`config.mk`:
```
export PLATFORM = sky130hd
export DESIGN_NAME = vgaController
export DESIGN_NICKNAME = d
export VERILOG_FILES = /design/src/common/vgaPkg.sv /design/src/logic/vgaController.sv /design/src/pixel/pixelOutput.sv /design/src/pixel/pixelAddressGen.sv /design/src/logic/scanPhaseFsm.sv /design/src/logic/scanTimer.sv
export SDC_FILE = /design/constraint.sdc
export NUM_CORES = 1
export LEC_CHECK = 0
export BUFFER_PORTS_ARGS = -buffer_cell sky130_fd_sc_hd__buf_2
export CAP_MARGIN = 30
export CORE_MARGIN = 2
export CORE_UTILIZATION = 34
export CTS_CLUSTER_SIZE = 16
export DETAILED_ROUTE_END_ITERATION = 10
export SETUP_SLACK_MARGIN = 0.4
export SLEW_MARGIN = 20
export SYNTH_ARGS = -nofsm -noshare
export SYNTH_HDL_FRONTEND = slang
export SYNTH_SLANG_ARGS = --single-unit
```
`constraint.sdc`:
```
create_clock -name vga_clk -period 2.4 [get_ports vga_clk]
set_input_delay 0.12 -clock vga_clk [delete_from_list [all_inputs] [get_ports vga_clk]]
set_output_delay 0.12 -clock vga_clk [all_outputs]
set_load 0.02 [all_outputs]
```
`src/common/vgaPkg.sv`:
```
package vgaPkg;

	// Frame-buffer word address with the byte offset in its two low bits
	localparam int ADDRESS_BITS = 13;

	localparam int H_COUNT_BITS = 11;
	localparam int V_COUNT_BITS = 10;

	localparam int PIXEL_SIZE_BITS = 4;

	// Five 6-bit pixels packed into each 32-bit word
	localparam int SUB_PIXELS = 5;
	localparam int PIXEL_BITS = 6;

	// Raw mode address fields
	localparam int ROW_FIELD_BITS = 7;
	localparam int COLUMN_FIELD_BITS = 4;

	typedef enum logic [1:0] {
		DRAW_RAW = 2'b00,
		DRAW_TIGHT = 2'b01
	} drawMode_e;

	typedef enum logic [1:0] {
		VISIBLE,
		FRONT_PORCH,
		SYNC,
		BACK_PORCH
	} scanPhase_e;

	typedef struct packed {
		logic [PIXEL_SIZE_BITS-1:0] horizontalPixelSize;
		logic [PIXEL_SIZE_BITS-1:0] verticalPixelSize;
		drawMode_e drawMode;
		logic enableOutput;
		logic hsyncIrqEnable;
		logic vsyncIrqEnable;
	} vgaConfig_t;

	// Vertical counter matches only count together with lineEnd
	typedef struct packed {
		logic hVisibleEnd;
		logic hFrontEnd;
		logic hSyncEnd;
		logic hWholeEnd;
		logic vVisibleEnd;
		logic vFrontEnd;
		logic vSyncEnd;
		logic vWholeEnd;
		logic lineEnd;
	} scanEvents_t;

	typedef struct packed {
		logic [1:0] red;
		logic [1:0] green;
		logic [1:0] blue;
	} colour_t;

endpackage
```
`src/logic/vgaController.sv`:
```
`timescale 1ns/100ps

module vgaController #(
	// Defaults give 800 x 600 at 60 Hz
	parameter logic [vgaPkg::H_COUNT_BITS-1:0] H_VISIBLE_END = 799,
	parameter logic [vgaPkg::H_COUNT_BITS-1:0] H_FRONT_END = 839,
	parameter logic [vgaPkg::H_COUNT_BITS-1:0] H_SYNC_END = 967,
	parameter logic [vgaPkg::H_COUNT_BITS-1:0] H_WHOLE_END = 1055,
	parameter logic [vgaPkg::V_COUNT_BITS-1:0] V_VISIBLE_END = 599,
	parameter logic [vgaPkg::V_COUNT_BITS-1:0] V_FRONT_END = 600,
	parameter logic [vgaPkg::V_COUNT_BITS-1:0] V_SYNC_END = 604,
	parameter logic [vgaPkg::V_COUNT_BITS-1:0] V_WHOLE_END = 627
)(
	input logic vga_clk,
	input logic rst,
	input vgaPkg::vgaConfig_t vgaConfig,

	// Frame-buffer port
	output logic fetchData,
	output logic [vgaPkg::ADDRESS_BITS-1:0] address,
	input logic [31:0] pixelData,

	output vgaPkg::colour_t colour,
	output logic hsync,
	output logic vsync,
	output logic [1:0] irq
);

	vgaPkg::scanEvents_t events;
	logic hVisible;
	logic vVisible;
	logic [2:0] subPixelIndex;

	scanTimer #(
		.H_VISIBLE_END(H_VISIBLE_END),
		.H_FRONT_END(H_FRONT_END),
		.H_SYNC_END(H_SYNC_END),
		.H_WHOLE_END(H_WHOLE_END),
		.V_VISIBLE_END(V_VISIBLE_END),
		.V_FRONT_END(V_FRONT_END),
		.V_SYNC_END(V_SYNC_END),
		.V_WHOLE_END(V_WHOLE_END)
	) scanTimer_inst (
		.vga_clk(vga_clk),
		.rst(rst),
		.vgaConfig(vgaConfig),
		.events(events)
	);

	scanPhaseFsm #(
		.H_VISIBLE_END(H_VISIBLE_END),
		.H_FRONT_END(H_FRONT_END),
		.H_SYNC_END(H_SYNC_END),
		.H_WHOLE_END(H_WHOLE_END),
		.V_VISIBLE_END(V_VISIBLE_END),
		.V_FRONT_END(V_FRONT_END),
		.V_SYNC_END(V_SYNC_END),
		.V_WHOLE_END(V_WHOLE_END)
	) scanPhaseFsm_inst (
		.vga_clk(vga_clk),
		.rst(rst),
		.vgaConfig(vgaConfig),
		.events(events),
		.hVisible(hVisible),
		.vVisible(vVisible),
		.hsync(hsync),
		.vsync(vsync),
		.irq(irq)
	);

	pixelAddressGen pixelAddressGen_inst (
		.vga_clk(vga_clk),
		.rst(rst),
		.vgaConfig(vgaConfig),
		.events(events),
		.hVisible(hVisible),
		.vVisible(vVisible),
		.address(address),
		.fetchData(fetchData),
		.subPixelIndex(subPixelIndex)
	);

	pixelOutput pixelOutput_inst (
		.vga_clk(vga_clk),
		.rst(rst),
		.vgaConfig(vgaConfig),
		.hVisible(hVisible),
		.vVisible(vVisible),
		.fetchData(fetchData),
		.subPixelIndex(subPixelIndex),
		.pixelData(pixelData),
		.colour(colour)
	);

endmodule

```
`src/pixel/pixelOutput.sv`:
```
`timescale 1ns/100ps

module pixelOutput (
	input logic vga_clk,
	input logic rst,
	input vgaPkg::vgaConfig_t vgaConfig,
	input logic hVisible,
	input logic vVisible,
	input logic fetchData,
	input logic [2:0] subPixelIndex,
	input logic [31:0] pixelData,
	output vgaPkg::colour_t colour
);

	logic fetchDelayed;
	logic onScreenStage1;
	logic onScreenStage2;
	logic [2:0] subPixelStage1;
	logic [2:0] subPixelStage2;
	logic [31:0] word;
	logic [vgaPkg::PIXEL_BITS-1:0] pixel;

	// Fetch, data valid, latch, so the flags trail the scan by two cycles
	always_ff @(posedge vga_clk) begin
		if (rst || !vgaConfig.enableOutput) begin
			fetchDelayed <= 1'b0;
			onScreenStage1 <= 1'b0;
			onScreenStage2 <= 1'b0;
		end else begin
			fetchDelayed <= fetchData;
			onScreenStage1 <= hVisible && vVisible;
			onScreenStage2 <= onScreenStage1;
		end
	end

	always_ff @(posedge vga_clk) begin
		subPixelStage1 <= subPixelIndex;
		subPixelStage2 <= subPixelStage1;
		if (fetchDelayed)
			word <= pixelData;
	end

	always_comb begin
		if (subPixelStage2 < 3'(vgaPkg::SUB_PIXELS))
			pixel = word[subPixelStage2 * vgaPkg::PIXEL_BITS +: vgaPkg::PIXEL_BITS];
		else
			pixel = '0;

		if (vgaConfig.enableOutput && onScreenStage2) begin
			colour.red = pixel[1:0];
			colour.green = pixel[3:2];
			colour.blue = pixel[5:4];
		end else begin
			colour = '0;
		end
	end

endmodule

```
`src/pixel/pixelAddressGen.sv`:
```
`timescale 1ns/100ps

module pixelAddressGen (
	input logic vga_clk,
	input logic rst,
	input vgaPkg::vgaConfig_t vgaConfig,
	input vgaPkg::scanEvents_t events,
	input logic hVisible,
	input logic vVisible,
	output logic [vgaPkg::ADDRESS_BITS-1:0] address,
	output logic fetchData,
	output logic [2:0] subPixelIndex
);

	// Word index width once the byte offset is dropped
	localparam int INDEX_BITS = vgaPkg::ADDRESS_BITS - 2;

	logic [vgaPkg::PIXEL_SIZE_BITS-1:0] hStretch;
	logic [vgaPkg::PIXEL_SIZE_BITS-1:0] vStretch;
	logic [2:0] subPixel;
	logic [INDEX_BITS-1:0] column;
	logic [vgaPkg::ROW_FIELD_BITS-1:0] row;
	logic [INDEX_BITS-1:0] rowBase;
	logic [INDEX_BITS-1:0] linearIndex;
	logic [vgaPkg::ADDRESS_BITS-1:0] rawAddress;
	logic [vgaPkg::ADDRESS_BITS-1:0] tightAddress;
	logic onScreen;
	logic hStep;
	logic vStep;
	logic lastSubPixel;

	assign onScreen = hVisible && vVisible;
	assign hStep = hStretch == vgaConfig.horizontalPixelSize - 1'b1;
	assign vStep = vStretch == vgaConfig.verticalPixelSize - 1'b1;
	assign lastSubPixel = subPixel == 3'(vgaPkg::SUB_PIXELS - 1);

	// Counters always describe the pixel under the scan position
	always_ff @(posedge vga_clk) begin
		if (rst || !vgaConfig.enableOutput || !onScreen) begin
			hStretch <= '0;
			subPixel <= '0;
			column <= '0;
		end else if (hStep) begin
			hStretch <= '0;
			if (lastSubPixel) begin
				subPixel <= '0;
				column <= column + 1'b1;
			end else begin
				subPixel <= subPixel + 1'b1;
			end
		end else begin
			hStretch <= hStretch + 1'b1;
		end
	end

	// Rows step at the last visible pixel while the column still holds the line width
	always_ff @(posedge vga_clk) begin
		if (rst || !vgaConfig.enableOutput || !vVisible) begin
			vStretch <= '0;
			row <= '0;
			rowBase <= '0;
		end else if (events.hVisibleEnd) begin
			if (vStep) begin
				vStretch <= '0;
				row <= row + 1'b1;
				rowBase <= rowBase + column + 1'b1;
			end else begin
				vStretch <= vStretch + 1'b1;
			end
		end
	end

	assign linearIndex = rowBase + column;
	assign rawAddress = {row, column[vgaPkg::COLUMN_FIELD_BITS-1:0], 2'b00};
	assign tightAddress = {linearIndex, 2'b00};

	always_comb begin
		case (vgaConfig.drawMode)
			vgaPkg::DRAW_RAW: address = rawAddress;
			vgaPkg::DRAW_TIGHT: address = tightAddress;
			default: address = rawAddress;
		endcase
	end

	// New word whenever the first sub-pixel of a column begins
	assign fetchData = vgaConfig.enableOutput && onScreen && hStretch == '0 && subPixel == '0;
	assign subPixelIndex = subPixel;

endmodule

```
`src/logic/scanPhaseFsm.sv`:
```
`timescale 1ns/100ps

module scanPhaseFsm #(
	parameter logic [vgaPkg::H_COUNT_BITS-1:0] H_VISIBLE_END = 799,
	parameter logic [vgaPkg::H_COUNT_BITS-1:0] H_FRONT_END = 839,
	parameter logic [vgaPkg::H_COUNT_BITS-1:0] H_SYNC_END = 967,
	parameter logic [vgaPkg::H_COUNT_BITS-1:0] H_WHOLE_END = 1055,
	parameter logic [vgaPkg::V_COUNT_BITS-1:0] V_VISIBLE_END = 599,
	parameter logic [vgaPkg::V_COUNT_BITS-1:0] V_FRONT_END = 600,
	parameter logic [vgaPkg::V_COUNT_BITS-1:0] V_SYNC_END = 604,
	parameter logic [vgaPkg::V_COUNT_BITS-1:0] V_WHOLE_END = 627
)(
	input logic vga_clk,
	input logic rst,
	input vgaPkg::vgaConfig_t vgaConfig,
	input vgaPkg::scanEvents_t events,
	output logic hVisible,
	output logic vVisible,
	output logic hsync,
	output logic vsync,
	output logic [1:0] irq
);

	vgaPkg::scanPhase_e hPhase;
	vgaPkg::scanPhase_e vPhase;
	vgaPkg::scanPhase_e hNext;
	vgaPkg::scanPhase_e vNext;
	logic hSyncStart;
	logic vSyncStart;

	// Each phase only ever steps forward, so the boundaries have to ascend
	if (!(H_VISIBLE_END < H_FRONT_END && H_FRONT_END < H_SYNC_END
			&& H_SYNC_END < H_WHOLE_END)) begin : gHorizontalOrder
		$error("Horizontal timing boundaries are not ascending");
	end
	if (!(V_VISIBLE_END < V_FRONT_END && V_FRONT_END < V_SYNC_END
			&& V_SYNC_END < V_WHOLE_END)) begin : gVerticalOrder
		$error("Vertical timing boundaries are not ascending");
	end

	// Same phase sequence for both axes
	function automatic vgaPkg::scanPhase_e nextPhase(
		input vgaPkg::scanPhase_e phase,
		input logic visibleEnd,
		input logic frontEnd,
		input logic syncEnd,
		input logic wholeEnd
	);
		nextPhase = phase;
		case (phase)
			vgaPkg::VISIBLE: if (visibleEnd) nextPhase = vgaPkg::FRONT_PORCH;
			vgaPkg::FRONT_PORCH: if (frontEnd) nextPhase = vgaPkg::SYNC;
			vgaPkg::SYNC: if (syncEnd) nextPhase = vgaPkg::BACK_PORCH;
			vgaPkg::BACK_PORCH: if (wholeEnd) nextPhase = vgaPkg::VISIBLE;
			default: nextPhase = vgaPkg::BACK_PORCH;
		endcase
	endfunction

	always_comb begin
		hNext = nextPhase(hPhase, events.hVisibleEnd, events.hFrontEnd,
			events.hSyncEnd, events.hWholeEnd);
		vNext = nextPhase(vPhase, events.vVisibleEnd, events.vFrontEnd,
			events.vSyncEnd, events.vWholeEnd);
	end

	always_ff @(posedge vga_clk) begin
		if (rst || !vgaConfig.enableOutput) begin
			hPhase <= vgaPkg::BACK_PORCH;
			vPhase <= vgaPkg::BACK_PORCH;
			hSyncStart <= 1'b0;
			vSyncStart <= 1'b0;
		end else begin
			hPhase <= hNext;
			// Vertical machine moves once per line
			if (events.lineEnd)
				vPhase <= vNext;
			hSyncStart <= hPhase != vgaPkg::SYNC && hNext == vgaPkg::SYNC;
			vSyncStart <= events.lineEnd && vPhase != vgaPkg::SYNC && vNext == vgaPkg::SYNC;
		end
	end

	assign hVisible = hPhase == vgaPkg::VISIBLE;
	assign vVisible = vPhase == vgaPkg::VISIBLE;

	// Sync is active low
	assign hsync = !(vgaConfig.enableOutput && hPhase == vgaPkg::SYNC);
	assign vsync = !(vgaConfig.enableOutput && vPhase == vgaPkg::SYNC);

	// Strobe lands in the first cycle of the sync pulse
	assign irq = {vSyncStart && vgaConfig.vsyncIrqEnable && vgaConfig.enableOutput,
		hSyncStart && vgaConfig.hsyncIrqEnable && vgaConfig.enableOutput};

endmodule

```
`src/logic/scanTimer.sv`:
```
`timescale 1ns/100ps

module scanTimer #(
	parameter logic [vgaPkg::H_COUNT_BITS-1:0] H_VISIBLE_END = 799,
	parameter logic [vgaPkg::H_COUNT_BITS-1:0] H_FRONT_END = 839,
	parameter logic [vgaPkg::H_COUNT_BITS-1:0] H_SYNC_END = 967,
	parameter logic [vgaPkg::H_COUNT_BITS-1:0] H_WHOLE_END = 1055,
	parameter logic [vgaPkg::V_COUNT_BITS-1:0] V_VISIBLE_END = 599,
	parameter logic [vgaPkg::V_COUNT_BITS-1:0] V_FRONT_END = 600,
	parameter logic [vgaPkg::V_COUNT_BITS-1:0] V_SYNC_END = 604,
	parameter logic [vgaPkg::V_COUNT_BITS-1:0] V_WHOLE_END = 627
)(
	input logic vga_clk,
	input logic rst,
	input vgaPkg::vgaConfig_t vgaConfig,
	output vgaPkg::scanEvents_t events
);

	logic [vgaPkg::H_COUNT_BITS-1:0] hCount;
	logic [vgaPkg::V_COUNT_BITS-1:0] vCount;

	// Idle scan rests on the last cycle of the frame so line 0 starts right after
	always_ff @(posedge vga_clk) begin
		if (rst || !vgaConfig.enableOutput) begin
			hCount <= H_WHOLE_END;
			vCount <= V_WHOLE_END;
		end else if (events.lineEnd) begin
			hCount <= '0;
			if (events.vWholeEnd)
				vCount <= '0;
			else
				vCount <= vCount + 1'b1;
		end else begin
			hCount <= hCount + 1'b1;
		end
	end

	always_comb begin
		events.hVisibleEnd = hCount == H_VISIBLE_END;
		events.hFrontEnd = hCount == H_FRONT_END;
		events.hSyncEnd = hCount == H_SYNC_END;
		events.hWholeEnd = hCount == H_WHOLE_END;
		events.vVisibleEnd = vCount == V_VISIBLE_END;
		events.vFrontEnd = vCount == V_FRONT_END;
		events.vSyncEnd = vCount == V_SYNC_END;
		events.vWholeEnd = vCount == V_WHOLE_END;
		events.lineEnd = hCount == H_WHOLE_END;
	end

endmodule

```
**Word level (Yosys, flattened, before mapping)**

Cells that the tools add are included.

- $add $sub $neg: 11
- Multipliers: 1
- Order comparisons: 1
- Eq/ne operators: 22
- Shifts and indexed selects: 1
- Muxes and demuxes: 17
- Reduce and logical (&&, ||, !) cells: 30

Operators by type and width:

| kind | count |
|---|---|
| $eq A10 B10 Y1 const B | 4 |
| $add A11 B1 Y11 const B | 3 |
| $eq A11 B10 Y1 const B | 3 |
| $shiftx A32 B7 Y6 | 1 |
| $mux W2 | 8 |
| $pmux W2 S4 | 2 |
| $logic_and A1 B1 Y1 | 14 |
| $mux W13 | 1 |
| $eq A2 B2 Y1 const B | 6 |
| $mux W6 | 2 |
| $add A11 B11 Y11 | 1 |
| $eq A11 B11 Y1 const B | 1 |
| $mux W11 | 1 |
| $add A10 B1 Y10 const B | 1 |
| $mux W10 | 1 |
| $add A4 B1 Y4 const B | 2 |
| $eq A4 B4 Y1 | 2 |
| $sub A4 B1 Y4 const B | 2 |
| $add A7 B1 Y7 const B | 1 |
| $eq A2 B1 Y1 const B | 3 |
| $logic_not A1 Y1 | 5 |
| $mul A3 B2 Y5 const B | 1 |
| $logic_not A2 Y1 | 2 |
| $logic_not A4 Y1 | 1 |
| other kinds (10) | 15 |

- Bits in registers: 108
- Bits of input ports: 47
- Output and inout port bits: 24
- Logic and storage cells: 102

**Longest topological paths before layout**

- Word-level depth: 5
- Gate-level depth with buffers: 9
- Gate-level depth less buffers: 8

**Hierarchy**

A second synthesis with hierarchy kept.

- Cells, all modules: 550
- Area, all modules: 5481.5 um2

By module, submodules not included:

| module | instances | cells each | area each (um2) | sequential area each (um2) |
|---|---|---|---|---|
| pixelAddressGen | 1 | 307 | 2623.8 | 800.8 |
| pixelOutput | 1 | 75 | 1446.4 | 1141.1 |
| scanTimer | 1 | 133 | 1103.6 | 420.4 |
| scanPhaseFsm | 1 | 35 | 307.8 | 120.1 |

**Worst setup path before layout**

Ideal clock, no wire load.

- Kind: register to register
- Start: register pixelAddressGen_inst.column[0]
- End: register pixelAddressGen_inst.rowBase[9]
- Library setup time: 0.074 ns
- Arrival time: 2.422 ns
- Required time: 2.326 ns
- Path slack: -0.096 ns
- Stages on the path, launching flop included: 9
- Buffers on the path: 0
- Clock period less this slack: 2.496 ns
- Cells stage by stage: dfxtp_1 -> ha_1 -> fa_1 -> a211oi_2 -> o211a_1 -> o211ai_2 -> or2_4 -> or3b_1 -> a31oi_1

- Longest elaborated chain between the ends: 2

RTL lines:

| item | RTL line | source |
|---|---|---|
| from (decl) | pixelAddressGen.sv:21 | `logic [INDEX_BITS-1:0] column;` |
| from (signal assigned) | pixelAddressGen.sv:47 | `column <= column + 1'b1;` |
| $add A11 B11 Y11 | pixelAddressGen.sv:66 | `rowBase <= rowBase + column + 1'b1;` |
| $add A11 B1 Y11 | pixelAddressGen.sv:66 |  |
| to (signal assigned) | pixelAddressGen.sv:66 |  |
| to (decl) | pixelAddressGen.sv:23 | `logic [INDEX_BITS-1:0] rowBase;` |

No other way between the ends.
A chain may end at the register's enable or synchronous reset.

**Worst setup path in the final report**

- Start: register pixelAddressGen_inst.column[0]
- End: output port address[12] (netlist name)

- Longest elaborated chain between the ends: 2

RTL lines:

| item | RTL line | source |
|---|---|---|
| $add A11 B11 Y11 | pixelAddressGen.sv:73 | `assign linearIndex = rowBase + column;` |
| $mux W13 | pixelAddressGen.sv:78 | `case (vgaConfig.drawMode)` |
| to (decl) | vgaController.sv:20 | `output logic [vgaPkg::ADDRESS_BITS-1:0] address,` |

No other way between the ends.

==> flow_summary.toml <==
[placed_design]
portBuffers = 68
preCtsSetupSlack_ns = -0.0621
place_inst = 844
place_congestion = 0.839
dp_hpwl_um = 8900
place_area_um2 = 6290

[cts]
htree_levels = 3
path_clk_slew_ns = 0.08
cts_sinks = 108
cts_root_buffer = "clkbuf_16"
numCtsBuffers = 9
clk_latency_ns = 0.36
cts.path.max_buffers = 2
cts_tree = "yes"

[yosys]
synth_top_area_share_pct = 27.7
netlist_top_cells_count = "dfxtp_1 (76), nor2_1 (69), nand2_1 (46)"
synth_flop_cell = "dfxtp_1"
synth.largest_area_cell = "dfxtp_1"
ys_ff_latch = 108
synth_area_leaders = "dfxtp_1 (28%), edfxtp_1 (17%), ha_1 (5.2%)"
async_reset_ff_share_pct = 0
yosys_warnings = 0
synthCells = 552
synth_cell_types = 66
yosysMostFrequentCell = "dfxtp_1"
avgSynthCellArea_um2 = 9.97
synth-edff-count = 32
syn_area_um2 = 5500
seq_area_frac_synth_pct = 45.1

[hold_path]
worst_hold_path.endpoint = "scanPhaseFsm_inst.hSyncStart$_SDFF_PP0_"
hold_depth = 3
hp-start = "rst"
min_path_type = "primary input to flop"

[sta]
fin_worst_skew_ns = 0.00864
fin_ws_ns = -0.0636
drv_slew = 0
fin_crit_ns = 2.46
hold_viol = 0
max_freq_mhz = 406
max_slew.worst_pin.slew_ns = 0.868
setup_viol = 6
rsz0062_at_grt = "yes"
timing.final.crit_share_pct = 103
max_slew_margin_pct = 42.1

[global_route]
grt_use_total_pct = 15.2
grt_pass1_vias = 4557
grt.overflow.total = 0
antenna_found_initial = 0
grt_max_degree = 33
grt_pass1_wl_um = 21700

[final_layout]
fillers = 1408
drive_gt1_share_pct = 30.3
register_area_um2 = 2500
multi_input_area_um2 = 3250
post_layout_nonfiller_instances = 913
synthToLayoutAreaGrowth_pct = 36.3
antenna_cells = 0
finalInstanceArea_um2 = 7500
fin_nets = 763

[power]
combPwrFrac_pct = 10.1
leakage_nw = 2.88
p_int_mw = 2.84
p_seq_share_pct = 50.4
p_switching_mw = 1.01
clock_power_share_pct = 39.5
vdd.ir_drop.worst_uv = 429
p_sw_share_pct = 26.2
power_density_nw_per_um2 = 514

[floorplanning]
pin_count = 71
rows = 46
die_w_um = 131
die_h_um = 131
dieArea_um2 = 17200
start_util_pct = 34.8
core_um2 = 15800

[routing]
dr.pass1.iters = 4
drc = 0
via_per_inst = 5.00
ant_nets = 0
drt-total-wl_um = 13300
top_layer = "met4"
wirelength_met1_um = 5710
vias = 4568
wl_per_cell_um = 14.6
dr.first_iter.drc_count = 232
met2_length_um = 6640
met3WireLength_um = 641

[critical_path]
r2r_cells = 8
cpMostUsedCell = "buf_6"
path_delay_family = "compound AO/OA/AOI/OAI gates"
crit_chain = "ha_4, fa_2, a211oi_4, o211a_1, buf_6, or3_4, nand3_4, o21ai_4, buf_6"
path_class = "flop to output pin"
cp_slowest_cell = "fa_2"
critPathLaunch = "pixelAddressGen_inst.column[0]$_SDFFE_PP0P_"
cp.required_ns = 2.28
cp-start-kind = "flop"
worstPathArrival_ns = 2.34
slowest_delay_ns = 0.37
r2r_end = "pixelAddressGen_inst.rowBase[9]$_SDFFE_PP0P_"
r2r_start = "pixelAddressGen_inst.column[0]$_SDFFE_PP0P_"
reg2reg_slack_ns = -0.06
critPathBufInv = 2
cp_max_fo = 3
end_kind = "output pin"

[outcome]
status = "finished with violations"
violations = "negative setup slack"

[run]
drv_cap = 0
## layout by cell type, fill, tap and decap left out, drive strengths merged, types with 6 or more instances in the layout
cell type / Yosys / layout
mux4: 6 / 6
nor3: 7 / 7
nor2: 69 / 69
a211oi: 13 / 13
nand4: 18 / 18
a21oi: 10 / 10
ha: 23 / 23
nand2b: 7 / 7
o21ai: 33 / 33
buf: 6 / 115
xnor2: 23 / 23
dlygate4sd3: 0 / 32
xor2: 32 / 32
edfxtp: 32 / 32
nand3: 21 / 21
and3: 14 / 14
inv: 16 / 20
dfxtp: 76 / 76
mux2i: 15 / 15
nand2: 46 / 46
clkbuf: 14 / 10
o211ai: 11 / 11
## layout make-up
class | count | area share [%]
clock buffer | 9 | 3.00
clock inverter | 7 | 1.15
inverter | 16 | 0.801
multi-input combinational | 409 | 43.4
sequential | 108 | 33.3
tap | 216 | 3.61
timing repair buffer | 148 | 14.7
## metal layers
metal,vias up,GRT usage (%)
met5,-,0
met4,0,5.74
met3,25,3.51
met2,116,25.7
met1,2170,18.9
li1,2257,-
## logic make-up after synthesis
| group | synth area share (%) |
|---|---|
| flops | 45.1 |
| buf+inv | 2.71 |
| fa+ha+maj | 5.59 |
| xor+xnor | 9.17 |
| compound gates | 10.8 |
| simple gates | 20.9 |
| mux | 5.59 |
| other cells | 0.0682 |
## state kept, by name, summed over array words and instances, names as in the netlist
| name | cells |
|---|---|
| pixelOutput_inst.word | 32 |
| scanPhaseFsm_inst.vSyncStart | 1 |
| pixelAddressGen_inst.column | 11 |
| scanTimer_inst.hCount | 11 |
| pixelOutput_inst.onScreenStage2 | 1 |
| pixelOutput_inst.subPixelStage1 | 3 |
| pixelOutput_inst.fetchDelayed | 1 |
| pixelAddressGen_inst.hStretch | 4 |
| scanPhaseFsm_inst.vPhase | 2 |
| scanTimer_inst.vCount | 10 |
| scanPhaseFsm_inst.hSyncStart | 1 |
| pixelAddressGen_inst.subPixelIndex | 3 |
| scanPhaseFsm_inst.hPhase | 2 |
| pixelAddressGen_inst.vStretch | 4 |
| pixelOutput_inst.onScreenStage1 | 1 |
| pixelAddressGen_inst.rowBase | 11 |
| pixelAddressGen_inst.row | 7 |
| pixelOutput_inst.subPixelStage2 | 3 |
## tightest hold or removal path, cell delays in order
cell and delay, ns:
buf_2 0.09, nand2b_1 0.15, nor4_1 0.07
## through the flow
| step | power (mW) | utilization (%) | setup TNS, ns | hold slack [ns] |
|---|---|---|---|---|
| final | 3.85 | 47.4 | -0.262 | 0.127 |
| after global routing | 4.03 | 47.4 | -0.974 | 0.140 |
| after CTS | 3.88 | 45.2 | -0.166 | 0.111 |
| after detailed placement | 2.31 | 39.7 | -0.0696 | 0.299 |
| after global placement | 2.30 | 39.7 | 0 | 0.298 |
| after floorplan | 2.21 | - | 0 | 0.219 |
## how the worst max path moves through the flow
| stage | end | slack (ns) | depth (start not counted) |
|---|---|---|---|
| 5_1_grt | address[10] | -0.16 | 9 |
| 6_report | address[12] | -0.06 | 9 |
| 2_1_floorplan | pixelAddressGen_inst.rowBase[9]$_SDFFE_PP0P_ | 0.06 | 8 |
| 3_3_place_gp | pixelAddressGen_inst.rowBase[9]$_SDFFE_PP0P_ | 0.009 | 8 |
| 3_5_place_dp | pixelAddressGen_inst.rowBase[10]$_SDFFE_PP0P_ | -0.06 | 8 |
| 4_1_cts | address[12] | -0.07 | 9 |
## timing repair
action / CTS / global route
endpoints found under the setup margin: 25 / 37
hold endpoints to repair: 32 / 0
cloned: 0 / 1
pin swaps: 16 / 19
buffers inserted: 6 / 14
resized for setup: 46 / 42
hold buffers: 32 / 0
## power groups by stage
stage,clock network [mW],logic (mW),registers (mW)
2_1_floorplan,0,0.243,1.97
3_5_place_dp,0,0.324,1.98
3_3_place_gp,0,0.315,1.98
4_1_cts,1.57,0.372,1.94
6_report,1.52,0.390,1.94
5_1_grt,1.64,0.440,1.95
Power figures use the tool's default switching activity.
